$ cat config.mk
export PLATFORM = sky130hd
export DESIGN_NAME = registerFile
export DESIGN_NICKNAME = d
export VERILOG_FILES = /design/src/hw/mipsIsaPkg.sv /design/src/hw/registerFile.sv
export SDC_FILE = /design/constraint.sdc
export NUM_CORES = 2
export LEC_CHECK = 0
export BUFFER_PORTS_ARGS = -buffer_cell sky130_fd_sc_hd__buf_2
export CAP_MARGIN = 20
export CORE_MARGIN = 2
export CORE_UTILIZATION = 50
export CTS_CLUSTER_DIAMETER = 100
export CTS_CLUSTER_SIZE = 30
export DETAILED_ROUTE_END_ITERATION = 10
export PLACE_DENSITY = 0.67
export SYNTH_ARGS = -nofsm -noshare
export SYNTH_HDL_FRONTEND = slang
export SYNTH_SLANG_ARGS = --single-unit
export TNS_END_PERCENT = 10
$ cat constraint.sdc
create_clock -name clk -period 64 [get_ports clk]
set_clock_uncertainty 0.15 [all_clocks]
set_input_delay 12.8 -clock clk [delete_from_list [all_inputs] [get_ports clk]]
set_output_delay 12.8 -clock clk [all_outputs]
set_load 0.005 [all_outputs]
$ cat src/hw/mipsIsaPkg.sv
package mipsIsaPkg;

    // Instruction and data word width
    localparam int instrWidth = 32;

    typedef logic [instrWidth-1:0] wordT;

    // One architectural register
    typedef logic [4:0] regIdxT;

    // Hardwired zero register
    localparam regIdxT regZero = 5'd0;

    // Primary opcodes, instr[31:26]
    typedef enum logic [5:0] {
        opRType = 6'b000000,
        opBeq   = 6'b000100,
        opAddi  = 6'b001000,
        opLw    = 6'b100011,
        opSw    = 6'b101011
    } opcodeT;

    // R-type function codes, instr[5:0]
    typedef enum logic [5:0] {
        fnAdd = 6'b100000,
        fnSub = 6'b100010,
        fnAnd = 6'b100100,
        fnOr  = 6'b100101,
        fnSlt = 6'b101010
    } functT;

    // ALU operation select
    typedef enum logic [2:0] {
        aluAnd = 3'b000,
        aluOr  = 3'b001,
        aluAdd = 3'b010,
        aluSub = 3'b110,
        aluSlt = 3'b111
    } aluOpT;

endpackage

$ cat src/hw/registerFile.sv
`timescale 1ns/10ps

module registerFile (
    input  logic                clk,
    input  logic                reset,
    input  mipsIsaPkg::regIdxT  raddr1,
    input  mipsIsaPkg::regIdxT  raddr2,
    input  mipsIsaPkg::regIdxT  waddr,
    input  mipsIsaPkg::wordT    wdata,
    input  logic                writeEnable,
    output mipsIsaPkg::wordT    rdata1,
    output mipsIsaPkg::wordT    rdata2
);

    mipsIsaPkg::wordT regs [32];

    // Architectural state starts at zero
    always_ff @(posedge clk or posedge reset) begin
        if (reset) begin
            for (int i = 0; i < 32; i++) begin
                regs[i] <= '0;
            end
        end else if (writeEnable && waddr != mipsIsaPkg::regZero) begin
            regs[waddr] <= wdata;
        end
    end

    // Zero register, then same-cycle write bypass, then array
    function automatic mipsIsaPkg::wordT readPort(input mipsIsaPkg::regIdxT addr);
        if (addr == mipsIsaPkg::regZero) begin
            return '0;
        end
        if (writeEnable && addr == waddr) begin
            return wdata;
        end
        return regs[addr];
    endfunction

    always_comb begin
        rdata1 = readPort(raddr1);
        rdata2 = readPort(raddr2);
    end

    regZeroPort1: assert property (
        @(posedge clk) disable iff (reset) (raddr1 == mipsIsaPkg::regZero) |-> (rdata1 == '0)
    ) else $error("registerFile: r0 read nonzero on port 1");

    regZeroPort2: assert property (
        @(posedge clk) disable iff (reset) (raddr2 == mipsIsaPkg::regZero) |-> (rdata2 == '0)
    ) else $error("registerFile: r0 read nonzero on port 2");

endmodule

==> run_results.csv <==
group,metric,value,unit
die,die_x,336,um
routing,finalWirelength,179,mm
clocking,htree_levels,2,
yosys,synth_seq_cells,1024,
timing,maximum_achievable_frequency,0.0333,GHz
timing,fin_crit_sh,0.469,
critical_path,cp_top_family,"buffers and inverters",
power_and_ir_drop,power.static_leakage,25.0,nW
layout,num-nets-final,3712,
critical_path,count_of_cells_along_the_worst_register_to_register_path,1,
yosys,synth-edff-count,0,
layout,syn_to_final_growth,4.75,%
routing,drc,0,
critical_path,worstReg2RegEnd,"regs[359]",
yosys,synth_area,55200,um2
yosys,yosys_warnings,0,
outcome,status,"finished clean",
timing,final.min_clock_period,30.00,ns
clocking,post-cts-setup-buffers,0,
die,core.rowCount,121,
timing,timing.final.max_slew_violations,0,
die,pin_count,114,
critical_path,beginning_of_the_worst_register_to_register_path,"regs[359]",
clocking,cts_bufs_inserted,41,
layout,drive_gt1_frac,0.482,
critical_path,max_stage_delay,0.82,ns
yosys,synthesis.instances,3843,
place,place.detailed.hpwl,98.1,mm
clocking,clock-sinks,1024,
clocking,clock_insertion_delay_worst_skew,0.63,ns
layout,largest_register_ffs,1024,
critical_path,type_of_destination_of_the_critical_path,"primary output",
layout,layout.cells.non_filler,5154,
global_routing,track_usage,0.317,
hold_path,min_to,"regs[998]",
die,dieHeight,336,um
place,finalWeightedCongestion,0.837,
critical_path,worst_path_most_repeated_cell,"sky130_fd_sc_hd__buf_4",
critical_path,cp-start-kind,"primary input",
place,numPortBuffers,113,
global_routing,grt_pass1_wl,260,mm
yosys,synthFlopType,"sky130_fd_sc_hd__dfrtp_1",
clocking,number_of_cells_upsized_or_downsized_after_cts,0,
critical_path,cp_num_buf_inv,5,
die,initial_utilization,0.506,
timing,timing_worst_slew_pin_value,1.25,ns
clocking,cts_root_buf,"sky130_fd_sc_hd__clkbuf_16",
hold_path,worst_hold_path_type,"reg2reg",
timing,fin_setup_tns,0,ns
job,cap_violations,0,
layout,reg.largest.list,"regs: 1024 flops",
global_routing,grt_start_max_net_pins,165,
timing,max-slew-margin-rel,0.168,
timing,grt_setup_unrepaired,"no",
clocking,post_cts_hold_buffer_count,0,
yosys,synthDistinctLibCells,56,
critical_path,critPathRequiredTime,51.05,ns
place,number_of_placed_cells_counting_well_taps,5094,
critical_path,crit_arrival,17.05,ns
clocking,clock_tree_from_tritoncts,"built",
global_routing,antenna_found_initial,7,
critical_path,r2r_setup_slack,63.04,ns
timing,report.final.setup_viol,0,
global_routing,gr-total-overflow,0,
clocking,cts.path.max_buffers,3,
timing,worst_hold_slack,0.264,ns
critical_path,crit_type,"in2out",
layout,layout_common_cells,"1060 x sky130_fd_sc_hd__mux2_2, 1024 x sky130_fd_sc_hd__dfrtp_1, 384 x sky130_fd_sc_hd__mux4_2",
die,die_area,113000,um2
layout,most_common_cell_after_layout_fill_and_taps_aside,"sky130_fd_sc_hd__mux2_2",
hold_path,hold_start,"regs[998]",
yosys,async_flop_share,1.00,
hold_path,min_delay_path_depth,0,
routing,detailroute.via_count,36206,
place,pre_cts_ws,33.90,ns
routing,drt-vias-per-instance,7.02,
timing,finalHoldViolations,0,
routing,drtAntennaViolNets,0,
die,core-area,109000,um2
yosys,avgSynthCellArea,14.4,um2
power_and_ir_drop,power.density_cell_area,27.4,nW/um2
routing,initialDrtViolationCount,4288,
global_routing,grt_pass1_vias,36079,
yosys,synth_seq_area_share,0.464,
power_and_ir_drop,power.ir.vdd_worst,0.0179,mV
layout,largest_register,"regs",
critical_path,path_cells,"buf_8 -> buf_12 -> buf_4 -> buf_4 -> mux4_2 -> mux2_2 -> o2111ai_1 -> a31oi_1 -> buf_2",
routing,avgRoutedWirePerCell,34.8,um
routing,first_pass_drt_iterations,5,
critical_path,critical_path_peak_fanout,119,
critical_path,critical_path.slowest_cell,"sky130_fd_sc_hd__buf_4",
yosys,synth.net_count,3893,
timing,setup_slack,34.00,ns
clocking,clk_pin_slew_worst_paths,0.12,ns
[power by group]
part           total (mW)  leakage [nW]  internal [mW]  switching [mW]
Clock               0.343         0.602          0.131           0.212
Combinational       0.381          11.3          0.222           0.159
Sequential          0.858          13.1          0.769          0.0898
[worst max-delay path by stage]
| stage | start | end | slack, ns | cells after the start |
|---|---|---|---|---|
| global route | raddr1[0] | rdata1[26] | 33.73 | 9 |
| CTS | raddr1[0] | rdata1[26] | 33.90 | 9 |
| floorplan | reset | regs[0] | 22.23 | 1 |
| finish | raddr1[0] | rdata1[26] | 34.00 | 9 |
| global placement | raddr1[0] | rdata1[26] | 33.92 | 9 |
| detailed placement | raddr1[0] | rdata1[26] | 33.90 | 9 |
[metrics by stage]
stage / power (mW) / utilization / cell area (um2)
global placement: 1.23 / 0.518 / 56600
finish: 1.58 / 0.530 / 57800
CTS: 1.58 / 0.530 / 57800
floorplan: 1.14 / - / 55200
detailed placement: 1.25 / 0.519 / 56600
global route: 1.65 / 0.530 / 57800
[routing by layer]
| metal | part of all wire | GRT usage | vias up | wire, um |
|---|---|---|---|---|
| met5 | 0.000056 | 0 | - | 10 |
| met4 | 0.037 | 0.107 | 2 | 6730 |
| met3 | 0.090 | 0.0680 | 343 | 16100 |
| met2 | 0.46 | 0.489 | 1789 | 81800 |
| met1 | 0.42 | 0.449 | 19662 | 74800 |
| li1 | - | - | 14410 | - |
[synth_stat cells (26+ instances only)]
cell type / number / area share
sky130_fd_sc_hd__nor2_1: 79 / 0.0054
sky130_fd_sc_hd__buf_4: 26 / 0.0035
sky130_fd_sc_hd__a221oi_1: 53 / 0.0084
sky130_fd_sc_hd__dfrtp_1: 1024 / 0.46
sky130_fd_sc_hd__o22ai_1: 75 / 0.0085
sky130_fd_sc_hd__mux2_2: 1060 / 0.22
sky130_fd_sc_hd__nand2_1: 53 / 0.0036
sky130_fd_sc_hd__buf_1: 53 / 0.0036
sky130_fd_sc_hd__a22oi_1: 63 / 0.0086
sky130_fd_sc_hd__buf_6: 33 / 0.0067
sky130_fd_sc_hd__nor3_1: 30 / 0.0027
sky130_fd_sc_hd__a21oi_1: 54 / 0.0049
sky130_fd_sc_hd__mux4_2: 384 / 0.16
sky130_fd_sc_hd__a221o_1: 38 / 0.0069
sky130_fd_sc_hd__o21ai_0: 67 / 0.0061
sky130_fd_sc_hd__mux2i_1: 229 / 0.042
sky130_fd_sc_hd__buf_2: 93 / 0.0084
sky130_fd_sc_hd__clkbuf_1: 222 / 0.015
[final cells by class]
type,instances,area [um2]
Antenna cell,3,7.51
Tap cell,1476,1850
Clock inverter,8,75.1
Clock buffer,48,1140
Inverter,8,37.5
Sequential cell,1024,25600
Multi-Input combinational cell,2378,27700
Timing Repair Buffer,209,1430
Fill cell,9079,51300
[logic make-up after synthesis]
group           count (synthesis)  synth area share
compound gates                443            0.0573
mux                          1681             0.416
flops                        1024             0.464
xor+xnor                       10           0.00159
simple gates                  244            0.0216
buf+inv                       441            0.0395
Power figures use the tool's default switching activity.
