[src/hw/mipsIsaPkg.sv]
package mipsIsaPkg;

    // Instruction and data word width
    localparam int instrWidth = 32;

    typedef logic [instrWidth-1:0] wordT;

    // One architectural register
    typedef logic [4:0] regIdxT;

    // Hardwired zero register
    localparam regIdxT regZero = 5'd0;

    // Primary opcodes, instr[31:26]
    typedef enum logic [5:0] {
        opRType = 6'b000000,
        opBeq   = 6'b000100,
        opAddi  = 6'b001000,
        opLw    = 6'b100011,
        opSw    = 6'b101011
    } opcodeT;

    // R-type function codes, instr[5:0]
    typedef enum logic [5:0] {
        fnAdd = 6'b100000,
        fnSub = 6'b100010,
        fnAnd = 6'b100100,
        fnOr  = 6'b100101,
        fnSlt = 6'b101010
    } functT;

    // ALU operation select
    typedef enum logic [2:0] {
        aluAnd = 3'b000,
        aluOr  = 3'b001,
        aluAdd = 3'b010,
        aluSub = 3'b110,
        aluSlt = 3'b111
    } aluOpT;

endpackage

[src/hw/mipsPipePkg.sv]
package mipsPipePkg;

    // Control bundle from the decoder, all zero means no side effects
    typedef struct packed {
        logic                regWrite;
        logic                memToReg;
        logic                memWrite;
        logic                aluSrc;
        logic                regDst;
        logic                branch;
        mipsIsaPkg::aluOpT   aluOp;
    } ctrlT;

    // Fetch to decode
    typedef struct packed {
        mipsIsaPkg::wordT    instr;
        mipsIsaPkg::wordT    pcPlus4;
    } decodeStageT;

    // Decode to execute
    typedef struct packed {
        ctrlT                ctrl;
        mipsIsaPkg::wordT    rd1;
        mipsIsaPkg::wordT    rd2;
        mipsIsaPkg::wordT    signImm;
        mipsIsaPkg::wordT    pcPlus4;
        mipsIsaPkg::regIdxT  rs;
        mipsIsaPkg::regIdxT  rt;
        mipsIsaPkg::regIdxT  rd;
    } executeStageT;

    // Execute to memory
    typedef struct packed {
        logic                regWrite;
        logic                memToReg;
        logic                memWrite;
        logic                branch;
        logic                zero;
        mipsIsaPkg::wordT    aluOut;
        mipsIsaPkg::wordT    writeData;
        mipsIsaPkg::regIdxT  writeReg;
        mipsIsaPkg::wordT    branchTarget;
    } memoryStageT;

    // Memory to writeback
    typedef struct packed {
        logic                regWrite;
        logic                memToReg;
        mipsIsaPkg::wordT    readData;
        mipsIsaPkg::wordT    aluOut;
        mipsIsaPkg::regIdxT  writeReg;
    } writebackStageT;

    // Data memory request, single cycle, no handshake
    typedef struct packed {
        mipsIsaPkg::wordT    address;
        mipsIsaPkg::wordT    writeData;
        logic                writeEnable;
    } dataReqT;

endpackage

[src/hw/executeUnit.sv]
`timescale 1ns/10ps

module executeUnit (
    input  mipsPipePkg::executeStageT stage,
    input  mipsIsaPkg::wordT          aluOutM,
    input  mipsIsaPkg::wordT          resultW,
    input  logic [1:0]                forwardA,
    input  logic [1:0]                forwardB,
    output mipsPipePkg::memoryStageT  stageOut
);

    mipsIsaPkg::wordT srcA;
    mipsIsaPkg::wordT srcB;
    mipsIsaPkg::wordT writeData;
    mipsIsaPkg::wordT aluResult;

    // Bypass muxes
    always_comb begin
        case (forwardA)
            2'b10:   srcA = aluOutM;
            2'b01:   srcA = resultW;
            default: srcA = stage.rd1;
        endcase
        case (forwardB)
            2'b10:   writeData = aluOutM;
            2'b01:   writeData = resultW;
            default: writeData = stage.rd2;
        endcase
    end

    // Immediate for addi, lw, sw
    assign srcB = stage.ctrl.aluSrc ? stage.signImm : writeData;

    always_comb begin
        case (stage.ctrl.aluOp)
            mipsIsaPkg::aluAdd: aluResult = srcA + srcB;
            mipsIsaPkg::aluSub: aluResult = srcA - srcB;
            mipsIsaPkg::aluAnd: aluResult = srcA & srcB;
            mipsIsaPkg::aluOr:  aluResult = srcA | srcB;
            // Signed compare
            mipsIsaPkg::aluSlt: aluResult = ($signed(srcA) < $signed(srcB)) ? 32'd1 : 32'd0;
            default:            aluResult = '0;
        endcase
    end

    always_comb begin
        stageOut.regWrite     = stage.ctrl.regWrite;
        stageOut.memToReg     = stage.ctrl.memToReg;
        stageOut.memWrite     = stage.ctrl.memWrite;
        stageOut.branch       = stage.ctrl.branch;
        stageOut.zero         = (aluResult == '0);
        stageOut.aluOut       = aluResult;
        // Store data takes the forwarded rt value
        stageOut.writeData    = writeData;
        // rd for R-type, rt otherwise
        stageOut.writeReg     = stage.ctrl.regDst ? stage.rd : stage.rt;
        // Word offset relative to the next instruction
        stageOut.branchTarget = stage.pcPlus4 + {stage.signImm[29:0], 2'b00};
    end

endmodule

[config.mk]
export PLATFORM = sky130hd
export DESIGN_NAME = executeUnit
export DESIGN_NICKNAME = d
export VERILOG_FILES = /design/src/hw/mipsIsaPkg.sv /design/src/hw/mipsPipePkg.sv /design/src/hw/executeUnit.sv
export SDC_FILE = /design/constraint.sdc
export NUM_CORES = 1
export LEC_CHECK = 0
export BUFFER_PORTS_ARGS = -buffer_cell sky130_fd_sc_hd__buf_2
export CAP_MARGIN = 20
export CELL_PAD_IN_SITES_DETAIL_PLACEMENT = 0
export CELL_PAD_IN_SITES_GLOBAL_PLACEMENT = 1
export CORE_ASPECT_RATIO = 2
export CORE_MARGIN = 2
export CORE_UTILIZATION = 35
export DETAILED_ROUTE_END_ITERATION = 6
export GPL_TIMING_DRIVEN = 0
export PLACE_DENSITY = 0.91
export SLEW_MARGIN = 20
export SYNTH_ARGS = -nofsm -noshare
export SYNTH_HDL_FRONTEND = slang
export SYNTH_SLANG_ARGS = --single-unit
[constraint.sdc]
create_clock -name vclk -period 4.8
set_input_delay 0.24 -clock vclk [all_inputs]
set_output_delay 0.24 -clock vclk [all_outputs]
set_load 0.005 [all_outputs]
==> run_results.csv, run 1 <==
group,metric,value,unit
die,dieWidth,114,um
sta,setup_viol,1,
min_path,hp-class,"in -> out",
worst_setup_path,cp.required,4.56,ns
die,io_pins,326,
clocking,cts_hold_buf,0,
worst_setup_path,critical_path_class,"in -> out",
logic_synthesis,synth_area,0.00844,mm^2
global_routing,gr-usage-met1,33.2,%
logic_synthesis,syn-num-nets,1690,
pwr,cellLeakagePower,5.63,nW
worst_setup_path,crit_path_max_incr_delay,0.55,ns
die,core,0.0238,mm^2
cells_and_area,instances_no_fill,1948,
die,initial_core_util,35.4,%
sta,hold_violations,0,
sta,fin_crit_sh,106,%
pwr,pwr_density_cell,191,mW/mm^2
logic_synthesis,synth_cell_types,80,
pwr,ir_drop,64.4,uV
route,drt_iter0_markers,945,
worst_setup_path,critPathLaunchType,"input port",
sta,worst_slew_pin_slew,0.986,ns
cells_and_area,final_cell_mix,"buf_2 (323), inv_1 (141), nand2_1 (135)",
logic_synthesis,syn-instance-count,1328,
sta,maxSlewHeadroom,33.8,%
sta,setup_slack,-0.273,ns
sta,max_freq,197,MHz
cells_and_area,nClkBuffers,0,
job,max_cap_viol_count,0,
route,drtPass1Iterations,6,
worst_setup_path,critPathBufInv,4,
route,routedWlPerCell,22.9,um
global_routing,gr-usage-all-layers,33.3,%
global_routing,grt_pass1_vias,12134,
cells_and_area,drive_gt1_share,30.9,%
global_routing,grt_max_degree,11,
global_routing,antenna_found_initial,2,
global_routing,use_met3,4.44,%
route,drt-total-wl,44.6,mm
worst_setup_path,crit_path_max_fanout,10,
worst_setup_path,critPathTopFamily,"simple AND/OR/NAND/NOR gates",
route,num_vias,11721,
global_routing,grt_pass1_wl,66.2,mm
route,route.detailed.drc,0,
die,die-area,0.0254,mm^2
cells_and_area,area_delta_synth_final,33.0,%
die,rows,80,
global_routing,busiest_layer,"met2",
cells_and_area,final_common_cell,"buf_2",
worst_setup_path,end_kind,"primary output",
logic_synthesis,ys_seq_area_share,0,%
die,die_h,224,um
placed_design,gp_congestion,1.05,
logic_synthesis,syn_avg_cell_area,6.36,um^2
global_routing,grt_overflow,0,
worst_setup_path,path_cells,"buf_2, inv_1, ha_1, clkbuf_8, a22oi_1, o21ai_1, ha_4, nor2b_1, or4_4, o211a_4, or4_4, a311oi_4, xnor2_2, o221ai_2, a2111oi_4, and4bb_2, nand3b_1, nor4_2, buf_2",
logic_synthesis,yosysWarnings,0,
route,drt-vias-per-instance,6.02,
sta,final_max_slew_viol_count,0,
cells_and_area,nNetsFinal,2022,
worst_setup_path,cp.arrival,4.83,ns
placed_design,portBuffers,313,
worst_setup_path,slowest_stage,"or4_4",
run_status,status,"finished with violations",
cells_and_area,area.sequential,0,um^2
global_routing,gr-usage-met2,63.3,%
cells_and_area,final_util,47.1,%
sta,rsz0062_at_grt,"true",
run_status,violations,"negative setup slack",
placed_design,dp_hpwl,37.9,mm
placed_design,placed_cells,1928,
cells_and_area,nFlopsAndLatches,0,
route,postRouteAntennaNets,0,
cells_and_area,n_fill_cell,2582,
sta,finalCriticalPeriod,5.07,ns
-- path summary, 6_finish.rpt --
check / cells after the start / slack, ns / end / startpoint
hold / removal: 2 / 0.65 / stageOut[105] / stage[151]
setup / recovery: 19 / -0.27 / stageOut[101] / forwardA[1]
-- synthesized netlist by cell type (all sizes together), types with 15 or more instances --
library cell | n | area (um^2)
clkbuf | 50 | 188
nand3 | 34 | 170
a21o | 30 | 225
nor2 | 97 | 364
nor3 | 23 | 115
nor2b | 16 | 100
a22oi | 66 | 495
o211ai | 25 | 193
o21ai | 121 | 609
o22ai | 19 | 119
mux2i | 15 | 150
nand2 | 135 | 507
a31oi | 15 | 93.8
xnor2 | 34 | 298
a21oi | 114 | 574
inv | 148 | 556
buf | 35 | 179
ha | 139 | 1740
-- cells by family (layout without fill, tap and decap cells) --
logic type	count (synthesis)	after routing	synth area share, %
other cells	0	3	0
fa+ha+maj	142	142	21.3
xor+xnor	47	47	4.88
simple gates	392	392	22.3
mux	24	24	2.98
compound gates	490	490	37.6
buf+inv	233	563	10.9
-- where the power goes --
| part | internal (mW) | switching, mW |
|---|---|---|
| clock network | 0.0000000836 | 0 |
| registers | 0 | 0 |
| logic | 0.840 | 1.30 |
-- routing by layer --
metal | share of wire [%] | up-vias
met5 | 0 | -
met4 | 8.0 | 0
met3 | 6.2 | 194
met2 | 52 | 648
met1 | 33 | 5438
li1 | - | 5441
-- final cells by class --
cell class / instances / area (um^2) / share of cell area, %
Antenna cell: 3 / 7.51 / 0.0669
Multi-Input combinational cell: 1095 / 8080 / 72.0
Buffer: 83 / 510 / 4.55
Timing Repair Buffer: 332 / 1710 / 15.2
Tap cell: 287 / 359 / 3.20
Inverter: 148 / 556 / 4.95
-- per-stage QoR --
stage	hold slack (ns)	power, mW	setup TNS [ns]	instance area [um^2]	worst slack, ns
floorplan	0.561	1.19	0	8440	0.194
global route	0.649	2.30	-0.463	11200	-0.463
detailed placement	0.647	1.87	-10.15	10400	-2.11
finish	0.647	2.14	-0.273	11200	-0.273
global placement	0.647	1.86	-10.51	10400	-2.04
CTS	0.647	2.01	-0.271	10900	-0.271
-- what timing repair did --
action                     4_1_cts  5_1_grt
setup buffers                   12        5
setup endpoints to repair       22        5
pin swaps                       16       25
gates resized for setup        146       82
cloned                           2        0
No activity file was read; power rests on OpenSTA's default activity.
==> run 2, diff against run 1 <==
CELL_PAD_IN_SITES_DETAIL_PLACEMENT = 1   (was 0)
CELL_PAD_IN_SITES_GLOBAL_PLACEMENT = 2   (was 1)
CORE_UTILIZATION = 26   (was 35)
GPL_TIMING_DRIVEN = 1   (was 0)
PLACE_DENSITY = 0.9   (was 0.91)
==> run 2 against run 1 <==
Net effect: the flow still finishes with violations (negative setup slack); highest routed layer is now met5; via count is 10% higher; power grew 30%; setup slack worse by 0.00084 ns; count of clock-buffer cells in the layout did not move; combinational power grew 30%; largest power group unchanged; sequential share of layout area is the same; flip-flop and latch count unchanged; utilization shrank 5.3 points; hold slack got worse by 0.17 ns; die area increased by 34%; cell count grew 19%.
==> run_results.csv, run 2 (synthesized netlist as in run 1, its figures left out) <==
group,metric,value,unit
run_status,status,"finished with violations",
run_status,violations,"negative setup slack",
placed_design,gp_congestion,1.07,
die,rows,93,
sta,max_freq,197,MHz
cells_and_area,finish.instance_area,0.0134,mm^2
route,drtPass1Iterations,7,
die,initial_core_util,26.3,%
sta,maxSlewHeadroom,36.3,%
pwr,ir_drop,60.3,uV
min_path,hp-class,"in -> out",
sta,rsz0062_at_grt,"true",
sta,fin_crit_sh,106,%
pwr,pwr_density_cell,207,mW/mm^2
worst_setup_path,crit_path_max_incr_delay,0.57,ns
global_routing,antenna_found_initial,6,
cells_and_area,nFlopsAndLatches,0,
die,die_h,259,um
global_routing,grt_pass1_wl,76.7,mm
die,dieWidth,131,um
placed_design,dp_hpwl,43.3,mm
cells_and_area,area_delta_synth_final,59.2,%
route,postRouteAntennaNets,0,
min_path,min-delay-start,"stage[15]",
pwr,cellLeakagePower,6.90,nW
cells_and_area,final_common_cell,"buf_4",
sta,finalCriticalPeriod,5.07,ns
cells_and_area,n_fill_cell,4298,
worst_setup_path,critPathLaunch,"forwardB[1]",
cells_and_area,final_cell_mix,"buf_4 (318), buf_2 (309), inv_1 (146)",
sta,final_max_slew_viol_count,0,
placed_design,portBuffers,309,
die,io_pins,326,
route,num_vias,12928,
cells_and_area,nClkBuffers,0,
sta,worst_slew_pin_slew,0.950,ns
die,die-area,0.0340,mm^2
cells_and_area,drive_gt1_share,41.1,%
worst_setup_path,critPathLaunchType,"input port",
worst_setup_path,cp.required,4.56,ns
global_routing,grt_pass1_vias,13765,
route,met3_length,2.69,mm
global_routing,gr-usage-all-layers,28.4,%
cells_and_area,nNetsFinal,2246,
worst_setup_path,end_kind,"primary output",
route,drt-total-wl,52.2,mm
worst_setup_path,crit_path_max_fanout,3,
route,dr_wl_met2,28.1,mm
sta,setup_slack,-0.274,ns
route,routedWlPerCell,22.6,um
worst_setup_path,critical_path_class,"in -> out",
sta,hold_violations,0,
clocking,cts_hold_buf,0,
placed_design,dpl_cell_area,0.0125,mm^2
sta,setup_viol,1,
cells_and_area,area.sequential,0,um^2
route,route.detailed.drc,0,
route,drt-vias-per-instance,5.59,
job,max_cap_viol_count,0,
global_routing,grt_overflow,0,
route,met1Wirelength,17.5,mm
worst_setup_path,slowest_stage,"or4b_4",
sta,setup_tns,-0.274,ns
cells_and_area,multiInputGateArea,0.00819,mm^2
global_routing,grt_max_degree,36,
worst_setup_path,path_cells,"buf_2, inv_1, ha_2, a22oi_1, nor2_1, a21oi_1, o21ai_2, buf_4, ha_1, fa_2, a211oi_2, nor2_1, mux2i_1, nand3_1, nor4_2, nand3_1, or3_1, or4b_4, and4bb_1, nand3b_1, nor4_2, buf_2",
die,core,0.0321,mm^2
route,drt_iter0_markers,691,
worst_setup_path,cp.arrival,4.83,ns
route,maxUsedRoutingLayer,"met5",
==> run 2: changes by cell type in the layout (fill, tap and decap cells not counted), moves of 8 or more <==
| cell | previous run | this run |
|---|---|---|
| buf_4 | 31 | 318 |
| clkbuf_4 | 15 | 0 |
| clkbuf_2 | 10 | 0 |
| buf_2 | 323 | 309 |
| clkbuf_1 | 23 | 0 |
| o21ai_0 | 77 | 85 |
==> run 2: where the power goes <==
part | internal [mW] | switching [mW] | leakage [nW] | total, mW
logic | 1.26 | 1.51 | 6.90 | 2.78
registers | 0 | 0 | 0 | 0
clock network | 0.000000112 | 0 | 0.0000254 | 0.000000112
total | 1.26 | 1.51 | 6.90 | 2.78
==> run 2: cell type report <==
cell class | count | share of cell area [%]
multi-input cells | 1095 | 60.9
well taps | 427 | 3.98
inverters | 148 | 4.14
repair buffers | 639 | 30.9
diodes | 4 | 0.0745
==> run 2: per-layer routing <==
| layer | global-route usage, % | vias up |
|---|---|---|
| met5 | 0 | - |
| met4 | 16.9 | 2 |
| met3 | 3.23 | 257 |
| met2 | 56.7 | 609 |
| met1 | 27.3 | 6187 |
| li1 | - | 5873 |
==> run 2: path summary, 6_finish.rpt <==
check / end / slack, ns / cells after the start
setup / recovery: stageOut[101] / -0.27 / 22
hold / removal: stageOut[0] / 0.48 / 0
==> run 2: what timing repair did <==
item / 4_1_cts / 5_1_grt
cloned: 1 / 0
buffers inserted: 14 / 11
resized for setup: 89 / 70
setup endpoints to repair: 6 / 6
pin swaps: 39 / 30
==> run 2: worst max-delay path: cells and delay by family <==
family                     cells  cell delay, ns
buffers and inverters          4            0.46
and+or+nand+nor               10            2.32
AOI/OAI and AO/OA              4            0.75
muxes                          1            0.20
adders and majority gates      3            0.85
==> run 2: metrics by stage <==
stage               setup WS, ns  utilization, %  instances  total power, mW  hold WS (ns)
CTS                       -0.141            40.5       2298             2.56         0.480
detailed placement        -0.550            39.0       2283             2.42         0.480
floorplan                  0.194               -       1328             1.19         0.561
global placement          -0.498            39.0       2283             2.34         0.480
global route              -0.458            41.8       2313             2.95         0.480
finish                    -0.274            41.8       2313             2.78         0.480
==> run 3, diff against run 2 <==
BUFFER_PORTS_ARGS = -buffer_cell sky130_fd_sc_hd__buf_4   (was -buffer_cell sky130_fd_sc_hd__buf_2)
GPL_ROUTABILITY_DRIVEN = 0   (was not set)
==> run 3 against run 2 <==
Net effect: the run still ends with negative setup slack left; combinational power rose by 9.7%; routed wire length rose by 5.0%; critical path depth rose by 3; hold slack did not move; via count rose by 2.1%; design area rose by 11%; fmax rose by 1.9%; power rose by 9.9%; flip-flop and latch count did not move; cell count rose by 1.5%; non-clock buffer count rose by 39; critical path type unchanged; largest cell class unchanged.
==> run_results.csv, run 3 (synthesized netlist as in run 1, its figures left out) <==
group,metric,value,unit
route,routedWlPerCell,23.4,um
die,dieWidth,131,um
die,die_h,259,um
worst_setup_path,cp.required,4.56,ns
sta,rsz0062_at_grt,"true",
die,die-area,0.0340,mm^2
cells_and_area,nFlopsAndLatches,0,
route,drtPass1Iterations,5,
global_routing,grt_overflow,0,
cells_and_area,finish.instance_area,0.0149,mm^2
clocking,cts_hold_buf,0,
route,drt-total-wl,54.8,mm
sta,setup_viol,1,
sta,final_max_slew_viol_count,0,
route,postRouteAntennaNets,0,
placed_design,dp_hpwl,43.4,mm
placed_design,portBuffers,309,
worst_setup_path,end_kind,"primary output",
min_path,hp-class,"in -> out",
sta,max_freq,201,MHz
job,max_cap_viol_count,0,
pwr,ir_drop,65.2,uV
worst_setup_path,crit_path_max_fanout,5,
sta,setup_tns,-0.178,ns
worst_setup_path,critPathLaunchType,"input port",
worst_setup_path,slowest_stage,"or4b_2",
run_status,status,"finished with violations",
global_routing,grt_pass1_wl,81.1,mm
cells_and_area,nNetsFinal,2285,
global_routing,grt_max_degree,37,
global_routing,gr-usage-all-layers,30.0,%
cells_and_area,final_cell_mix,"buf_4 (646), inv_1 (143), nand2_1 (134)",
worst_setup_path,cpMostUsedCell,"buf_4",
worst_setup_path,crit_path_max_incr_delay,0.64,ns
worst_setup_path,critPathTopFamily,"simple AND/OR/NAND/NOR gates",
run_status,violations,"negative setup slack",
worst_setup_path,critical_path_class,"in -> out",
worst_setup_path,cp.arrival,4.74,ns
cells_and_area,instances_no_fill,2348,
die,core,0.0321,mm^2
route,route.detailed.drc,0,
cells_and_area,drive_gt1_share,44.2,%
route,drt_iter0_markers,640,
die,io_pins,326,
placed_design,dpl_cell_area,0.0133,mm^2
sta,holdWs,0.480,ns
cells_and_area,area_delta_synth_final,76.7,%
sta,finalCriticalPeriod,4.98,ns
route,num_vias,13196,
pwr,cellLeakagePower,7.42,nW
cells_and_area,antenna_cells,0,
cells_and_area,final_common_cell,"buf_4",
worst_setup_path,critPathBufInv,9,
cells_and_area,final_util,46.5,%
global_routing,antenna_found_initial,0,
placed_design,placed_cells,2294,
pwr,pwr_density_cell,204,mW/mm^2
global_routing,grt_pass1_vias,14463,
die,rows,93,
sta,hold_violations,0,
cells_and_area,nClkBuffers,0,
route,drt-vias-per-instance,5.62,
die,initial_core_util,26.3,%
cells_and_area,area.sequential,0,um^2
placed_design,place_ws,-0.752,ns
sta,worst_slew_pin_slew,0.820,ns
sta,setup_slack,-0.178,ns
sta,maxSlewHeadroom,45.0,%
sta,fin_crit_sh,104,%
pwr,p_total,3.05,mW
==> run 3: changes by cell type in the layout (fill, tap and decap cells not counted), moves of 7 or more <==
cell,delta
a22oi_2,+8
buf_6,+10
ha_4,+7
a22oi_1,-8
o21ai_0,-14
o21ai_2,+8
buf_2,-308
buf_4,+328
==> run 3: area by class of cell <==
class              instances  area [um^2]
repair buffers           678         5380
well taps                427          534
inverters                148          561
fillers                 4161        17200
multi-input cells       1095         8440
==> run 3: path summary, 6_finish.rpt <==
kind / from / slack [ns] / end / cells past startpoint
setup / recovery: forwardB[0] / -0.18 / stageOut[101] / 25
hold / removal: stage[15] / 0.48 / stageOut[0] / 0
==> run 3: where the power goes <==
group          internal [mW]  leakage (nW)  switching (mW)
registers                  0             0               0
clock network              0             0               0
logic                   1.48          7.42            1.57
total                   1.48          7.42            1.57
==> run 3: per-layer routing <==
layer	GRT usage (%)	wire (um)	part of all wire (%)
met5	0	0	0
met2	59.4	29700	54
met4	19.3	3980	7.3
met1	28.9	18600	34
met3	3.46	2490	4.5
==> run 3: timing repair <==
item	CTS	global route
hold endpoints to repair	0	0
resized for setup	198	52
cloned	6	0
pin swaps	75	32
setup buffers	42	10
endpoints found under the setup margin	6	5
